**src/logic/ntt_defs.svh**
```systemverilog
// sizes, modulus and depth constants for the NTT datapath, included by the package and RTL
`ifndef NTT_DEFS_SVH
`define NTT_DEFS_SVH

// --------------------
// transform geometry
`define NTT_N           128
`define NTT_LANES       8
`define NTT_WORDS       16
`define NTT_STAGES      7
`define NTT_STEPS       56

// modulus and Montgomery constant, -q^-1 mod 2^16
`define NTT_Q           12289
`define NTT_QINV        12287

// --------------------
// widths and buffering
`define COEF_W          16
`define TW_W            14
`define NIB_W           4
`define WORD_W          32
`define COEF_FIFO_DEPTH 16

`endif

```
**src/logic/ntt_pkg.sv**
```systemverilog
// shared NTT types and the Montgomery-form twiddle table, imported by the RTL and testbench
`include "ntt_defs.svh"

package ntt_pkg;

    typedef logic [`COEF_W-1:0] coef_t;
    typedef logic [`TW_W-1:0]   twiddle_t;

    // one butterfly lane, operands in
    typedef struct packed {
        coef_t    a;
        coef_t    b;
        twiddle_t w;
    } bfly_in_t;

    // one butterfly lane, results out
    typedef struct packed {
        coef_t sum;
        coef_t diff;
    } bfly_out_t;

    // --------------------
    // twiddles in Montgomery form, indexed by 2^stage + group
    // entry 0 never addressed
    localparam twiddle_t TWIDDLE_TABLE [`NTT_N] = '{
        14'd0,     14'd7888,  14'd11060, 14'd11208, 14'd6960,  14'd4342,  14'd6275,  14'd9759,
        14'd1591,  14'd6399,  14'd9477,  14'd5266,  14'd586,   14'd5825,  14'd7538,  14'd9710,
        14'd1134,  14'd6407,  14'd1711,  14'd965,   14'd7099,  14'd7674,  14'd3743,  14'd6442,
        14'd10414, 14'd8100,  14'd1885,  14'd1688,  14'd1364,  14'd10329, 14'd10164, 14'd9180,
        14'd12210, 14'd6240,  14'd997,   14'd117,   14'd4783,  14'd4407,  14'd1549,  14'd7072,
        14'd2829,  14'd6458,  14'd4431,  14'd8877,  14'd7144,  14'd2564,  14'd5664,  14'd4042,
        14'd12189, 14'd432,   14'd10751, 14'd1237,  14'd7610,  14'd1534,  14'd3983,  14'd7863,
        14'd2181,  14'd6308,  14'd8720,  14'd6570,  14'd4843,  14'd1690,  14'd14,    14'd3872,
        14'd5569,  14'd9368,  14'd12163, 14'd2019,  14'd7543,  14'd2315,  14'd4673,  14'd7340,
        14'd1553,  14'd1156,  14'd8401,  14'd11389, 14'd1020,  14'd2967,  14'd10772, 14'd7045,
        14'd3316,  14'd11236, 14'd5285,  14'd11578, 14'd10637, 14'd10086, 14'd9493,  14'd6180,
        14'd9277,  14'd6130,  14'd3323,  14'd883,   14'd10469, 14'd489,   14'd1502,  14'd2851,
        14'd11061, 14'd9729,  14'd2742,  14'd12241, 14'd4970,  14'd10481, 14'd10078, 14'd1195,
        14'd730,   14'd1762,  14'd3854,  14'd2030,  14'd5892,  14'd10922, 14'd9020,  14'd5274,
        14'd9179,  14'd3604,  14'd3782,  14'd10206, 14'd3180,  14'd3467,  14'd4668,  14'd2446,
        14'd7613,  14'd9386,  14'd834,   14'd7703,  14'd6836,  14'd3403,  14'd5351,  14'd12276
    };

endpackage

```
**src/logic/coef_fifo.sv**
```systemverilog
// synchronous coefficient FIFO between the NTT engine and the result drain, registered read data
`timescale 1ns/100ps
`include "ntt_defs.svh"

module coef_fifo
    import ntt_pkg::*;
(
    input  logic  clk,
    input  logic  rst_n,
    input  logic  push,
    input  coef_t wr_data,
    input  logic  pop,
    output coef_t rd_data,
    output logic  full,
    output logic  empty
);

    localparam int PTR_W = $clog2(`COEF_FIFO_DEPTH);
    localparam int CNT_W = $clog2(`COEF_FIFO_DEPTH + 1);

    coef_t            mem [`COEF_FIFO_DEPTH];
    logic [PTR_W-1:0] wr_ptr;
    logic [PTR_W-1:0] rd_ptr;
    logic [CNT_W-1:0] count;

    assign full  = (count == CNT_W'(`COEF_FIFO_DEPTH));
    assign empty = (count == '0);

    // pointers wrap on the power-of-two depth
    always_ff @(posedge clk or negedge rst_n) begin
        if (!rst_n) begin
            wr_ptr <= '0;
            rd_ptr <= '0;
            count  <= '0;
        end else begin
            if (push) wr_ptr <= wr_ptr + PTR_W'(1);
            if (pop) rd_ptr <= rd_ptr + PTR_W'(1);
            case ({push, pop})
                2'b10:   count <= count + CNT_W'(1);
                2'b01:   count <= count - CNT_W'(1);
                default: count <= count;
            endcase
        end
    end

    // data shows on rd_data the cycle after the pop
    always_ff @(posedge clk) begin
        if (push) mem[wr_ptr] <= wr_data;
        if (pop) rd_data <= mem[rd_ptr];
    end

    // --------------------
    a_no_overflow: assert property (
        @(posedge clk) disable iff (!rst_n) !(push && full)
    );

    a_no_underflow: assert property (
        @(posedge clk) disable iff (!rst_n) !(pop && empty)
    );

endmodule

```
**config.mk**
```make
export PLATFORM = sky130hd
export DESIGN_NAME = coef_fifo
export DESIGN_NICKNAME = d
export VERILOG_FILES = /design/src/logic/ntt_pkg.sv /design/src/logic/coef_fifo.sv
export VERILOG_INCLUDE_DIRS = /design/src /design/src/logic
export SDC_FILE = /design/constraint.sdc
export NUM_CORES = 1
export LEC_CHECK = 0
export BUFFER_PORTS_ARGS = -buffer_cell sky130_fd_sc_hd__buf_4
export CAP_MARGIN = 0
export CORE_ASPECT_RATIO = 1.5
export CORE_UTILIZATION = 50
export CTS_CLUSTER_DIAMETER = 150
export DETAILED_ROUTE_END_ITERATION = 10
export PLACE_DENSITY = 0.66
export RECOVER_POWER = 25
export SLEW_MARGIN = 30
export SYNTH_ARGS = -nofsm -noshare
export SYNTH_HDL_FRONTEND = slang
export SYNTH_SLANG_ARGS = --single-unit
```
**constraint.sdc**
```tcl
create_clock -name clk -period 2.95 [get_ports clk]
set_clock_uncertainty 0.2 [all_clocks]
set_input_delay 0.59 -clock clk [delete_from_list [all_inputs] [get_ports clk]]
set_output_delay 0.59 -clock clk [all_outputs]
set_load 0.01 [all_outputs]
```
* Word-level counts from Yosys, hierarchy flattened
Memories as Yosys holds them, arrays and structs flattened. A register that Yosys moved wholly into a read port is not among the register bits.
Index checks and enable logic that the tools add are counted.
** Storage, ports and cells
- Bits in writable memories :: 256
- Memories kept :: 1
- Flip-flop bits (word level) :: 13
- Output and inout bits :: 18
** Cells by class
- Mux-type cells :: 3
- Reduce and logical (&&, ||, !) cells :: 2
- Add/sub/neg operators :: 4
- Eq/ne operators :: 3
** Memory list
- mem :: words 16, width 16, rd ports 1, clocked after memory_dff 1, wr ports 1, RTL line coef_fifo.sv:21 : coef_t mem [`COEF_FIFO_DEPTH];
** Operators with widths (number)
- 5-bit one-hot mux with 2 select lines :: 1
- 4-bit by 1-bit adder with 4-bit output, second input constant :: 2
- 5-bit by 1-bit adder with 5-bit output, second input constant :: 1
- 5-bit == test, second input constant :: 1
- 5-bit zero test :: 1
- 5-bit by 1-bit subtractor with 5-bit output, second input constant :: 1
- 2-bit by 1-bit == test with 1-bit output, second input constant :: 1
- 2-bit == test, second input constant :: 1
- 1-bit 2-to-1 mux :: 2
- 2-bit nonzero test :: 1

* Depth between registers and ports, before layout
- Depth after elaboration :: 2
- Mapped depth :: 9

* Least setup slack after synthesis
No wires, ideal clock.
- Path type :: input -> register
- Start :: input push
- End :: register count[4]
- Cell stages on the path :: 9
- Setup time :: 0.079 ns
- Arrival :: 2.070 ns
- Required time :: 2.671 ns
- Slack :: 0.600 ns
- Buffers on the path :: 1
- Path through :: inv_1 > ha_1 > clkbuf_1 > xor2_1 > ha_1 > nor4_1 > mux2i_1 > o221ai_1 > xor2_1
** Between the ends
- Cells in the longest elaborated chain, start to end :: 2
- Elaborated cells between the ends (all ways) :: 4
- Those cells by class :: eq/ne: 2; mux: 1; reduce/logical: 1
** RTL lines
- start: declaration :: RTL line coef_fifo.sv:10 : input logic push,
- 2-bit by 1-bit == test with 1-bit output / 2-bit == test (equally long branches) :: RTL line coef_fifo.sv:38 : case ({push, pop})
- 5-bit one-hot mux with 2 select lines / 2-bit nonzero test (equally long branches)
- end signal: assignment :: RTL line coef_fifo.sv:39 : 2'b10: count <= count + CNT_W'(1);
- end signal: assignment :: RTL line coef_fifo.sv:40 : 2'b01: count <= count - CNT_W'(1);
- end signal: assignment :: RTL line coef_fifo.sv:41 : default: count <= count;
- end: declaration :: RTL line coef_fifo.sv:24 : logic [CNT_W-1:0] count;
Parallel ways exist; a longest one is shown, timed or not.
A chain may end at the register's enable or synchronous reset.

==> out/metrics.csv <==
metric,value,unit
status,finished clean,
drive_gt1_share,27.82,%
syn_area,0.01095,mm²
gr-total-overflow,0,
ys_seq_area_share,77.54,%
routedWlPerCell,25.77,µm
fin_nets,602,
post-route-util,58.32,%
setup_viol,0,
grt_pass1_vias,5506,
clock_latency,520,ps
cts_num_sinks,285,
fp.dieH,183.3,µm
leakage,4.176,nW
finalCriticalPeriod,2380,ps
antenna_found_initial,0,
postCtsSetupRepairBufs,0,
hold_class,in -> reg,
drv_cap,0,
place.gp.congestion,0.7613,
clockRootBuffer,clkbuf_16,
routed_via_density,5.978,
fmax,420.1,MHz
cts_tree,done,
path_clk_slew,60,ps
antenna_left,0,
grt_start_max_net_pins,50,
synth_top_cell_by_area,edfxtp_1,
synthCells,507,
area_delta_synth_final,14.76,%
path_class,reg -> reg,
ys_ff_latch,285,
vdd_drop_max,0.5767,mV
routed_wl,22.29,mm
slew_violations,0,
start_util,50.82,%
yosys_warnings,0,
grt_pass1_wl,33.76,mm
required,3010,ps
portBuffers,37,
dpl.hpwl,12.64,mm
htree_levels,1,
cts-resized-gates,0,
arrival,2440,ps
diodes,0,
grt_use_total,21.18,%
synth_area_per_cell,21.60,µm²
post-route-period-util,80.69,%
critPathCaptureType,flip-flop,
fillers,1542,
power_density,954.3,mW/mm²
ios,38,
die_w,122.8,µm
cp_max_fo,20,
vias,5171,
tightest_slew,704.0,ps
synth_top_area_share,74.57,%
synthDistinctLibCells,31,
slew_headroom,52.89,%
cts_buffers,26,
num_rows,66,
fp.dieArea,0.02251,mm²
synth_nets,536,
hold_viol_final,0,
tns,0,ps
synthTopCellsByArea,"edfxtp_1, mux4_2, dfrtp_1",
rsz0062_at_grt,false,
core-area,0.02155,mm²
dr.pass1.iters,4,
drtIter0Drc,394,
drc_errors,0,
critical_path.startpoint_type,flip-flop,
clk_path_buf_depth,3,
power breakdown:
group	switching (mW)	leakage, nW	internal [mW]
clock network	1.38	0.448	2.12
logic	1.59	1.11	1.51
registers	0.320	2.62	5.07
layout by cell type (no fill, tap or decap), types with 10 or more instances in the layout:
| cell type | instances |
|---|---|
| edfxtp_1 | 272 |
| mux4_2 | 64 |
| buf_4 | 48 |
| a22oi_1 | 32 |
| clkbuf_16 | 27 |
| nand2_1 | 24 |
| clkbuf_1 | 17 |
| dfrtp_1 | 11 |
| and2_1 | 10 |
| nor2_1 | 10 |
worst paths after layout:
check | startpoint | endpoint | slack, ps | depth (start not counted)
setup / recovery | rd_ptr[0]$_DFFE_PN0P_ | rd_data[14]$_DFFE_PP_ | 570 | 4
hold / removal | push | wr_ptr[0]$_DFFE_PN0P_ | 130 | 2
setup reg to reg | rd_ptr[0]$_DFFE_PN0P_ | rd_data[14]$_DFFE_PP_ | 570 | 4
hold reg to reg | count[4]$_DFFE_PN0P_ | count[4]$_DFFE_PN0P_ | 310 | 1
max in group asynchronous | rst_n | rd_ptr[0]$_DFFE_PN0P_ | 2100 | 2
min in group asynchronous | rst_n | rd_ptr[2]$_DFFE_PN0P_ | 250 | 2
Yosys cell counts:
cell type / instances
nor2b_1: 3
and3_1: 5
edfxtp_1: 272
inv_1: 4
xnor2_1: 6
nand4b_1: 1
buf_6: 4
nand2_1: 24
mux2i_1: 1
ha_1: 9
clkbuf_1: 14
xor2_1: 6
nand4_1: 3
nand4bb_1: 1
and2_1: 10
a22oi_1: 32
o2111ai_1: 1
a21oi_1: 1
buf_12: 1
dfrtp_1: 13
nand3_1: 3
mux2_2: 2
buf_2: 7
o21ai_0: 2
nor4_1: 1
buf_1: 1
nor2_1: 13
mux4_2: 64
nor3_1: 1
o21a_1: 1
o221ai_1: 1
registers in the layout (all words and copies together), names as in the netlist:
register	cells
wr_ptr	4
rd_data	16
count	5
mem	256
rd_ptr	4
through the flow:
stage / power, mW / hold WS, ps / cells / area [µm²] / worst slack (ps)
6_report: 11.99 / 135.0 / 865 / 12570 / 569.6
3_5_place_dp: 8.634 / 253.6 / 816 / 11690 / 414.3
4_1_cts: 12.13 / 121.3 / 865 / 12610 / 543.4
5_1_grt: 12.55 / 144.0 / 865 / 12570 / 436.0
2_1_floorplan: 7.556 / 94.41 / 507 / 10950 / 600.5
3_3_place_gp: 8.525 / 248.5 / 816 / 11690 / 580.4
worst max-delay path: stages, from the launching register on:
cell and delay (ps):
dfrtp_4 700, buf_4 370, mux4_2 550, a22oi_1 190, nand2_1 90
metal layers:
metal | track usage, % | vias up | wire length [µm]
met1 | 28.44 | 2732 | 8529
met2 | 35.55 | 172 | 11650
li1 | - | 2229 | -
met5 | 0 | - | 0
met4 | 7.610 | 0 | 601
met3 | 2.674 | 38 | 1509
layout make-up:
| cell class | instances | area (µm²) | area share, % |
|---|---|---|---|
| multi-input combinational | 191 | 2298 | 18.29 |
| timing repair buffer | 65 | 511.7 | 4.071 |
| inverter | 4 | 15.01 | 0.1195 |
| clock inverter | 11 | 152.6 | 1.214 |
| tap | 272 | 340.3 | 2.708 |
| clock buffer | 37 | 753.2 | 5.992 |
| sequential | 285 | 8498 | 67.61 |
cell families after synthesis:
kind of cell | Yosys count | synth area share (%)
fa+ha+maj | 9 | 1.028
flops | 285 | 77.54
compound gates | 38 | 2.559
xor+xnor | 12 | 0.9596
simple gates | 65 | 2.890
buf+inv | 31 | 1.565
mux | 67 | 13.46
repair_timing:
item                                   4_1_cts  5_1_grt
setup endpoints to repair                    0        0
endpoints found under the hold margin       13        0
hold buffers                                 1        0
(Power assumes the default switching activity.)
