### config.mk
export PLATFORM = sky130hd
export DESIGN_NAME = result_drain
export DESIGN_NICKNAME = d
export VERILOG_FILES = /design/src/logic/ntt_pkg.sv /design/src/logic/result_drain.sv
export VERILOG_INCLUDE_DIRS = /design/src /design/src/logic
export SDC_FILE = /design/constraint.sdc
export NUM_CORES = 1
export LEC_CHECK = 0
export ABC_AREA = 1
export ABC_CLOCK_PERIOD_IN_PS = 1100
export BUFFER_PORTS_ARGS = -buffer_cell sky130_fd_sc_hd__buf_4
export CAP_MARGIN = 20
export CORE_UTILIZATION = 40
export CTS_BUF_LIST = sky130_fd_sc_hd__clkbuf_16
export CTS_CLUSTER_SIZE = 20
export DETAILED_ROUTE_END_ITERATION = 12
export PLACE_DENSITY_LB_ADDON = 0.1
export SYNTH_ARGS = -nofsm -noshare
export SYNTH_HDL_FRONTEND = slang
export SYNTH_SLANG_ARGS = --single-unit
### constraint.sdc
create_clock -name clk -period 1.1 [get_ports clk]
set_clock_uncertainty 0.15 [all_clocks]
set_input_delay 0.22 -clock clk [delete_from_list [all_inputs] [get_ports clk]]
set_output_delay 0.22 -clock clk [all_outputs]
set_load 0.05 [all_outputs]
### src/logic/ntt_defs.svh
// sizes, modulus and depth constants for the NTT datapath, included by the package and RTL
`ifndef NTT_DEFS_SVH
`define NTT_DEFS_SVH

// --------------------
// transform geometry
`define NTT_N           128
`define NTT_LANES       8
`define NTT_WORDS       16
`define NTT_STAGES      7
`define NTT_STEPS       56

// modulus and Montgomery constant, -q^-1 mod 2^16
`define NTT_Q           12289
`define NTT_QINV        12287

// --------------------
// widths and buffering
`define COEF_W          16
`define TW_W            14
`define NIB_W           4
`define WORD_W          32
`define COEF_FIFO_DEPTH 16

`endif

### src/logic/ntt_pkg.sv
// shared NTT types and the Montgomery-form twiddle table, imported by the RTL and testbench
`include "ntt_defs.svh"

package ntt_pkg;

    typedef logic [`COEF_W-1:0] coef_t;
    typedef logic [`TW_W-1:0]   twiddle_t;

    // one butterfly lane, operands in
    typedef struct packed {
        coef_t    a;
        coef_t    b;
        twiddle_t w;
    } bfly_in_t;

    // one butterfly lane, results out
    typedef struct packed {
        coef_t sum;
        coef_t diff;
    } bfly_out_t;

    // --------------------
    // twiddles in Montgomery form, indexed by 2^stage + group
    // entry 0 never addressed
    localparam twiddle_t TWIDDLE_TABLE [`NTT_N] = '{
        14'd0,     14'd7888,  14'd11060, 14'd11208, 14'd6960,  14'd4342,  14'd6275,  14'd9759,
        14'd1591,  14'd6399,  14'd9477,  14'd5266,  14'd586,   14'd5825,  14'd7538,  14'd9710,
        14'd1134,  14'd6407,  14'd1711,  14'd965,   14'd7099,  14'd7674,  14'd3743,  14'd6442,
        14'd10414, 14'd8100,  14'd1885,  14'd1688,  14'd1364,  14'd10329, 14'd10164, 14'd9180,
        14'd12210, 14'd6240,  14'd997,   14'd117,   14'd4783,  14'd4407,  14'd1549,  14'd7072,
        14'd2829,  14'd6458,  14'd4431,  14'd8877,  14'd7144,  14'd2564,  14'd5664,  14'd4042,
        14'd12189, 14'd432,   14'd10751, 14'd1237,  14'd7610,  14'd1534,  14'd3983,  14'd7863,
        14'd2181,  14'd6308,  14'd8720,  14'd6570,  14'd4843,  14'd1690,  14'd14,    14'd3872,
        14'd5569,  14'd9368,  14'd12163, 14'd2019,  14'd7543,  14'd2315,  14'd4673,  14'd7340,
        14'd1553,  14'd1156,  14'd8401,  14'd11389, 14'd1020,  14'd2967,  14'd10772, 14'd7045,
        14'd3316,  14'd11236, 14'd5285,  14'd11578, 14'd10637, 14'd10086, 14'd9493,  14'd6180,
        14'd9277,  14'd6130,  14'd3323,  14'd883,   14'd10469, 14'd489,   14'd1502,  14'd2851,
        14'd11061, 14'd9729,  14'd2742,  14'd12241, 14'd4970,  14'd10481, 14'd10078, 14'd1195,
        14'd730,   14'd1762,  14'd3854,  14'd2030,  14'd5892,  14'd10922, 14'd9020,  14'd5274,
        14'd9179,  14'd3604,  14'd3782,  14'd10206, 14'd3180,  14'd3467,  14'd4668,  14'd2446,
        14'd7613,  14'd9386,  14'd834,   14'd7703,  14'd6836,  14'd3403,  14'd5351,  14'd12276
    };

endpackage

### src/logic/result_drain.sv
// result drain: empties the coefficient FIFO and presents one registered coefficient per cycle
`timescale 1ns/100ps

module result_drain
    import ntt_pkg::*;
(
    input  logic  clk,
    input  logic  rst_n,
    input  logic  fifo_empty,
    input  coef_t fifo_rd_data,
    output logic  fifo_pop,
    output logic  out_valid,
    output coef_t out_data
);

    // pop strobe delayed to line up with fifo read data
    logic pop_d1;

    assign fifo_pop = !fifo_empty;

    always_ff @(posedge clk or negedge rst_n) begin
        if (!rst_n) begin
            pop_d1    <= 1'b0;
            out_valid <= 1'b0;
            out_data  <= '0;
        end else begin
            pop_d1    <= fifo_pop;
            out_valid <= pop_d1;
            // zero between beats
            out_data  <= pop_d1 ? fifo_rd_data : '0;
        end
    end

    a_valid_after_pop: assert property (
        @(posedge clk) disable iff (!rst_n) out_valid |-> $past(fifo_pop, 2)
    );

endmodule

After elaboration in Yosys (flattened, before gate mapping) --
Cells that the tools add are included.
Storage, ports and cells: register bits 18, output and inout bits 18, bits of input ports 19, word-level logic and storage cells 5
Operators by class: mux-type cells 1, reduce and logical (&&, ||, !) cells 1
Operators with widths (number):
- 2-to-1 mux 16 bit | 1
- zero test 1 bit | 1

Longest topological paths before layout --
Gate-level depths: netlist of run 1.
word-level depth 1, gate-level depth with buffers 4, mapped depth without buffers 2

Worst setup path before layout of run 1 --
No wires, ideal clock.
kind reg-to-reg, from register pop_d1, to register out_data[4], arrival 0.695 ns, clock period less this slack 0.958 ns, setup slack 0.142 ns, stages on the path, launching flop included 5, path buffers 2, data required time 0.837 ns, cell sequence dfrtp_1 buf_6 buf_12 nand2_1 inv_1
Between the ends: cells in the longest elaborated chain, start to end 1
Ends and longest elaborated chain:
- start: declaration | RTL line result_drain.sv:17 | logic pop_d1;
- start signal: assignment | RTL line result_drain.sv:27 | pop_d1 <= fifo_pop;
- 2-to-1 mux 16 bit | RTL line result_drain.sv:30 | out_data <= pop_d1 ? fifo_rd_data : '0;
- end signal: assignment | RTL line result_drain.sv:30
- end: declaration | RTL line result_drain.sv:13 | output coef_t out_data
Every way passes these cells.

Worst setup path in the final report of run 1 --
from register out_data[0], to output out_data[0]
No word-level cell between the ends.

==> results of run 1 <==
==> cell type report <==
class | count | area [µm²]
clock inverters | 1 | 3.754
inverters | 17 | 63.81
well taps | 15 | 18.77
fillers | 100 | 326.6
flip-flops and latches | 18 | 451.7
multi-input cells | 16 | 72.57
repair buffers | 38 | 354.1
clock buffers | 3 | 75.07
==> synth_stat cells (all sizes together) <==
| library cell | number |
|---|---|
| dfrtp | 18 |
| buf | 2 |
| nand2 | 16 |
| inv | 17 |
==> flip-flops by register name, indices dropped and copies added, names as in the netlist <==
register and cells:
out_data 16, out_valid 1, pop_d1 1
==> cells by family (layout without fill, tap and decap cells) <==
kind of cell           count (synthesis)  count (layout)
flip-flops                            18              18
AND/OR/NAND/NOR                       16              16
buffers and inverters                 19              59
==> worst paths after layout <==
check,cells after the start,start,to,slack [ns]
max in group asynchronous,2,rst_n,pop_d1,0.35
setup / recovery,1,out_data[0],out_data[0],-0.04
hold / removal,3,fifo_rd_data[7],out_data[7],0.01
hold reg to reg,0,pop_d1,out_valid,0.46
min in group asynchronous,2,rst_n,out_data[15],0.25
setup reg to reg,2,pop_d1,out_data[12],0.17
==> power by group through the flow <==
stage | logic, mW | clock network (mW) | registers (mW)
floorplan | 0.0496 | 0 | 0.833
global placement | 0.267 | 0 | 0.725
detailed placement | 0.268 | 0 | 0.726
CTS | 0.294 | 0.717 | 0.722
global route | 0.311 | 0.758 | 0.726
finish | 0.292 | 0.707 | 0.721
==> what timing repair did <==
item	in CTS	in global routing
gates resized for setup	18	0
hold endpoints to repair	19	0
setup endpoints to repair	19	17
hold buffers	2	0
==> metrics by stage <==
step	hold slack, ns	setup WS [ns]	std cells
finish	0.01105	-0.04033	108
global route	0.01769	-0.07651	108
CTS	0.01127	-0.04803	108
detailed placement	-0.05203	0.01351	102
global placement	-0.05540	0.04485	102
floorplan	-0.2256	0.1424	53
==> cell usage in the layout (no fill, tap or decap) <==
cell type	Yosys	final
buf_4	0	19
buf_6	1	17
clkbuf_16	0	3
clkinv_1	0	1
dfrtp_1	18	17
dfrtp_2	0	1
dlygate4sd3_1	0	2
inv_1	17	17
nand2_1	11	11
nand2_2	5	5
==> metal layers <==
layer  part of all wire (%)  up-vias
met2                     56       21
met3                    7.7        0
li1                       -      219
met4                      0        0
met1                     36      195
met5                      0        -
==> flow_summary.rst, run 1 <==
.. list-table::
   :header-rows: 1

   * - Metric
     - Value
   * - Run status
     - complete, but fails checks
   * - Failing checks
     - setup timing
   * - Part of the power in the clock network
     - about 41%
   * - Placer Congestion
     - 0.6713
   * - Clock tree sinks
     - 18
   * - Drt initial violations
     - 1
   * - Largest voltage drop on the vdd net
     - 0.8693 mV
   * - CP Cell Sequence
     - buf_6
   * - CP max stage delay
     - 0.37 ns
   * - Basic-gate share of the synthesized area counting and, or, nand and nor cells
     - between 10% and 20%
   * - Die boundary width
     - slightly above 40 µm
   * - Number of max-cap violations
     - 0
   * - Detailed-routing iteration count for the pre-antenna-repair pass
     - 2
   * - Sequential Power Share
     - about two fifths
   * - Count of endpoints failing hold in the final timing report
     - 0
   * - Xor-xnor portion of the synthesized cell area
     - 0%
   * - Count of inserted antenna diode cells
     - 0
   * - Setup ws final
     - -0.04033 ns
   * - Count of endpoints failing setup in the final report
     - 17
   * - Logic gate share of total power
     - 17.0%
   * - Buf/Inv on CP
     - 1
   * - M2 GR Usage
     - 25.78%
   * - Initial antenna violation count
     - 0
   * - Number of placed I/O pins
     - 37
   * - Post-Syn Area per Cell
     - 11.66 µm²
   * - Full die area
     - between 1500 and 2000 µm²
   * - Share of the synthesized area in the top cell type
     - 72.87%
   * - Area of placed instances
     - 875.8 µm²
   * - Top cell family by delay on the critical path
     - flip-flops
   * - Wire length per cell
     - 9.380 µm
   * - Grt total ovfl
     - 0
   * - Worst-path fanout max
     - 1
   * - Final HPWL from detailed placement
     - 727.1 µm
   * - Routed wire length
     - 1013 µm
   * - Core occupancy in the finished layout
     - roughly 76%
   * - Syn Std Cell Area
     - 618.1 µm²
   * - RSZ-0062 raised after global routing
     - true
   * - Max Clock Freq
     - 876.9 MHz
   * - Net count after synthesis
     - 72
   * - Largest net degree at the start of global routing
     - 19
   * - Slew Limit Fails
     - 0
   * - Net Sw Power
     - 0.4205 mW
   * - Worst Tran Pin Value
     - slightly above 0.3 ns
   * - Clock tree from TritonCTS
     - built
   * - Reg clk slew, reported paths
     - 0.05 ns
   * - Total number of placement rows
     - 13
   * - Area growth from synthesis to final layout
     - 68.22%
   * - Startpoint types
     - register
   * - Total power consumption of the routed design
     - 1.719 mW
   * - Cell with the biggest individual delay on the critical path
     - dfrtp_1
   * - PD cells
     - 1654 nW/µm²
   * - Total of warnings raised by yosys
     - 0
   * - Kind of path behind the tightest hold check
     - primary input to register
   * - CTS Root Cell
     - clkbuf_16
   * - Met3 Track Usage GR
     - 5.319%
   * - Buffers added on ports
     - 36
   * - Maximum clock insertion buffer count
     - 2
   * - Final standard cell area without fillers
     - 1040 µm²
   * - Critical Path End Type
     - output port
   * - Leakage power of the design
     - 0.6376 nW
   * - Wire length of the first global-routing pass
     - between 1500 and 2000 µm
   * - Core area
     - approximately 1400 µm²
   * - Busiest layer in global routing
     - met2
   * - Via density per instance
     - ~4
   * - Aggregate global-route resource usage
     - 15.20%
   * - Starting density of the core
     - 45.24%
   * - Setup bufs post-CTS
     - 0
   * - Number of H-tree levels
     - 1
   * - Instance count of the mapped netlist
     - 53
   * - Clock buffer count from CTS
     - 3
   * - Met1 routing resource usage after global routing
     - 16.89%
   * - Internal power contribution
     - 1.299 mW
   * - Overall via count from detail_route
     - 435
   * - Vertical die dimension
     - 41.31 µm
   * - Register area share after synthesis
     - 72.87%
   * - DRC
     - 0
   * - Combinational family with the most area after synthesis
     - buffers and inverters
   * - Post-layout min period
     - 1.140 ns
   * - Final critical-path share of the clock period
     - 103.7%
   * - #FFs+latches synth
     - 18
   * - Via count of the first global-routing pass
     - 397
   * - Max-Slew Margin vs Limit
     - between 70% and 80%
   * - Critical Path AT
     - 0.77 ns
   * - Final TNS setup
     - -0.5630 ns
   * - Main area contributors after synthesis
     - dfrtp_1 73%, inv_1 10%, nand2_1 6.7%
   * - Required time worst endpoint
     - 0.73 ns
   * - Mux share of post-synthesis cell area
     - 0%
   * - Library cell occupying the most area in the post-synthesis netlist
     - dfrtp_1
   * - Number of unique standard cell types used by synthesis
     - 6
   * - Share of cells above drive strength 1
     - roughly 48%
   * - # nets final
     - 113
   * - Adder and majority gate portion of the synthesized area
     - 0%
   * - Crit Path Category
     - register to output port
   * - Proportion of total power due to net switching
     - 24.45%
   * - Synthesized-area fraction occupied by ao, oa, aoi and oai cells
     - 0%
   * - Antenna-violating nets left
     - 0
   * - Insertion delay of the later-clocked pin in the worst-skew pair
     - 0.24 ns
Power figures use the tool's default switching activity.
==> run 2, diff against run 1 <==
--- a/config.mk
+++ b/config.mk
@@ -10,7 +10,9 @@
 export ABC_CLOCK_PERIOD_IN_PS = 1100
 export BUFFER_PORTS_ARGS = -buffer_cell sky130_fd_sc_hd__buf_4
 export CAP_MARGIN = 20
-export CORE_UTILIZATION = 40
+export CELL_PAD_IN_SITES_DETAIL_PLACEMENT = 0
+export CELL_PAD_IN_SITES_GLOBAL_PLACEMENT = 1
+export CORE_UTILIZATION = 29
 export CTS_BUF_LIST = sky130_fd_sc_hd__clkbuf_16
 export CTS_CLUSTER_SIZE = 20
 export DETAILED_ROUTE_END_ITERATION = 12
==> run 2 against run 1 <==
  * The run still ends with setup timing left
  * Routed wire length up 4.5%
  * Sequential power about the same
  * Combinational power hardly changed
  * Register-to-register slack about the same
  * Via count decreased by 1.1%
==> flow_summary.rst, run 2 (synthesized netlist as in run 1, its figures left out) <==
.. list-table::
   :header-rows: 1

   * - Metric
     - Value
   * - CP max stage delay
     - 0.38 ns
   * - Share of cells above drive strength 1
     - between 40% and 50%
   * - Clock tree from TritonCTS
     - built
   * - Max FFs per register
     - 16
   * - Clock tree sinks
     - 18
   * - Post-layout min period
     - roughly 1.2 ns
   * - CTS Root Cell
     - clkbuf_16
   * - Critical Path AT
     - just under 0.8 ns
   * - Count of inserted antenna diode cells
     - 0
   * - Largest voltage drop on the vdd net
     - ~0.86 mV
   * - Aggregate global-route resource usage
     - 9.336%
   * - Largest registers
     - out_data: 16 flops, out_valid: 1 flops, pop_d1: 1 flops
   * - PD cells
     - ~1600 nW/µm²
   * - Drt initial violations
     - 3
   * - Kind of path behind the tightest hold check
     - primary input to register
   * - Final HPWL from detailed placement
     - 731.1 µm
   * - Count of endpoints failing hold in the final timing report
     - 0
   * - Total number of placement rows
     - 16
   * - Core area
     - ~2000 µm²
   * - Leakage power of the design
     - roughly 0.64 nW
   * - Final critical-path share of the clock period
     - 104.8%
   * - Insertion delay of the later-clocked pin in the worst-skew pair
     - around 0.24 ns
   * - Most frequent cells in the layout
     - 19 x buf_4, 17 x inv_1, 17 x dfrtp_1, 17 x buf_6, 11 x nand2_1
   * - Crit Path Category
     - register to output port
   * - Hold slack final
     - 0.007527 ns
   * - Grt total ovfl
     - 0
   * - Most common cell after layout, fill and taps aside
     - buf_4
   * - Vertical die dimension
     - 48.17 µm
   * - Largest net degree at the start of global routing
     - 19
   * - Full die area
     - 2320 µm²
   * - Total power consumption of the routed design
     - approximately 1.7 mW
   * - Count of endpoints failing setup in the final report
     - 17
   * - Via count of the first global-routing pass
     - 333
   * - Run status
     - complete, but fails checks
   * - Worst min-delay path startpoint
     - fifo_rd_data[12]
   * - Worst-path fanout max
     - 1
   * - Max-Slew Margin vs Limit
     - 77.70%
   * - Number of max-cap violations
     - 0
   * - Critical Path End Type
     - output port
   * - Placer Congestion
     - 0.5748
   * - Initial antenna violation count
     - 0
   * - Cell with the biggest individual delay on the critical path
     - dfrtp_1
   * - Top cell family by delay on the critical path
     - flip-flops
   * - Wire length per cell
     - 8.899 µm
   * - Detailed-routing iteration count for the pre-antenna-repair pass
     - 2
   * - Starting density of the core
     - a little under a third
   * - Via density per instance
     - 3.613
   * - Reg with most FFs
     - out_data
   * - Worst setup path startpoint
     - out_data[10]
   * - R2r startpoint
     - pop_d1
   * - Buffers added on ports
     - 36
   * - Worst Tran Pin Value
     - about 0.33 ns
   * - Reg clk slew, reported paths
     - 0.05 ns
   * - Wire length of the first global-routing pass
     - roughly 1400 µm
   * - Die boundary width
     - 48.17 µm
   * - Buf/Inv on CP
     - 1
   * - Maximum clock insertion buffer count
     - 2
   * - Slew Limit Fails
     - 0
   * - Number of H-tree levels
     - 1
   * - RSZ-0062 raised after global routing
     - true
   * - Failing checks
     - setup timing
   * - Max Clock Freq
     - 867.6 MHz
   * - CP Cell Sequence
     - buf_6
   * - Setup ws final
     - -0.05259 ns
   * - DRC
     - 0
   * - Area growth from synthesis to final layout
     - 70.04%
   * - Startpoint types
     - register
   * - Clock buffer count from CTS
     - 3
   * - Antenna-violating nets left
     - 0
   * - Overall via count from detail_route
     - 430
   * - Fill cell instance count of the final layout
     - 177
   * - Routed wire length
     - roughly 1100 µm
   * - Setup bufs post-CTS
     - 0
   * - Number of placed I/O pins
     - 37
   * - Required time worst endpoint
     - 0.73 ns
   * - # nets final
     - 113
## run 2: cell count changes in the layout (fill, tap and decap cells not counted)
cell,delta
clkinv_1,-1
## run 2: metal layers
metal  track usage [%]  wire length [µm]
met2             13.60               531
met4             6.667                 6
met5                 0                 0
met1             11.37               448
met3             3.333                72
## run 2: final timing paths
| check | endpoint | slack [ns] | depth (start not counted) |
|---|---|---|---|
| setup / recovery | out_data[10] | -0.05 | 1 |
| hold / removal | out_data[12] | 0.008 | 3 |
| setup reg to reg | out_data[12] | 0.16 | 2 |
| hold reg to reg | out_valid | 0.48 | 0 |
| max in group asynchronous | pop_d1 | 0.34 | 2 |
| min in group asynchronous | out_data[10] | 0.24 | 2 |
## run 2: per-stage QoR
stage          TNS, ns  instances  setup slack [ns]  area [µm²]  utilization, %
3_3_place_gp         0        114          0.006645       890.9           44.95
4_1_cts        -0.6527        119          -0.04627        1051           53.03
2_1_floorplan        0         53            0.1424       618.1               -
5_1_grt        -0.9510        119          -0.07230        1051           53.03
6_report       -0.5414        119          -0.05259        1051           53.03
3_5_place_dp   -0.2655        114          -0.02945       890.9           44.95
## run 2: what timing repair did
action                                  4_1_cts  5_1_grt
gates resized for setup                      18        0
hold endpoints to repair                     19        0
endpoints found under the setup margin       29       17
hold buffers                                  2        0
## run 2: power by group
group | internal [mW] | switching, mW | total, mW | leakage, nW
Clock | 0.477 | 0.221 | 0.698 | 0.0370
Sequential | 0.697 | 0.0246 | 0.722 | 0.229
Combinational | 0.120 | 0.171 | 0.290 | 0.371
Total | 1.29 | 0.416 | 1.71 | 0.636
## run 2: layout make-up
class                      count  area (µm²)  area share (%)
clock buffer                   3       75.07           7.143
inverter                      17       63.81           6.071
multi-input combinational     16       72.57           6.905
sequential                    18       451.7           42.98
tap                           27       33.78           3.214
timing repair buffer          38       354.1           33.69
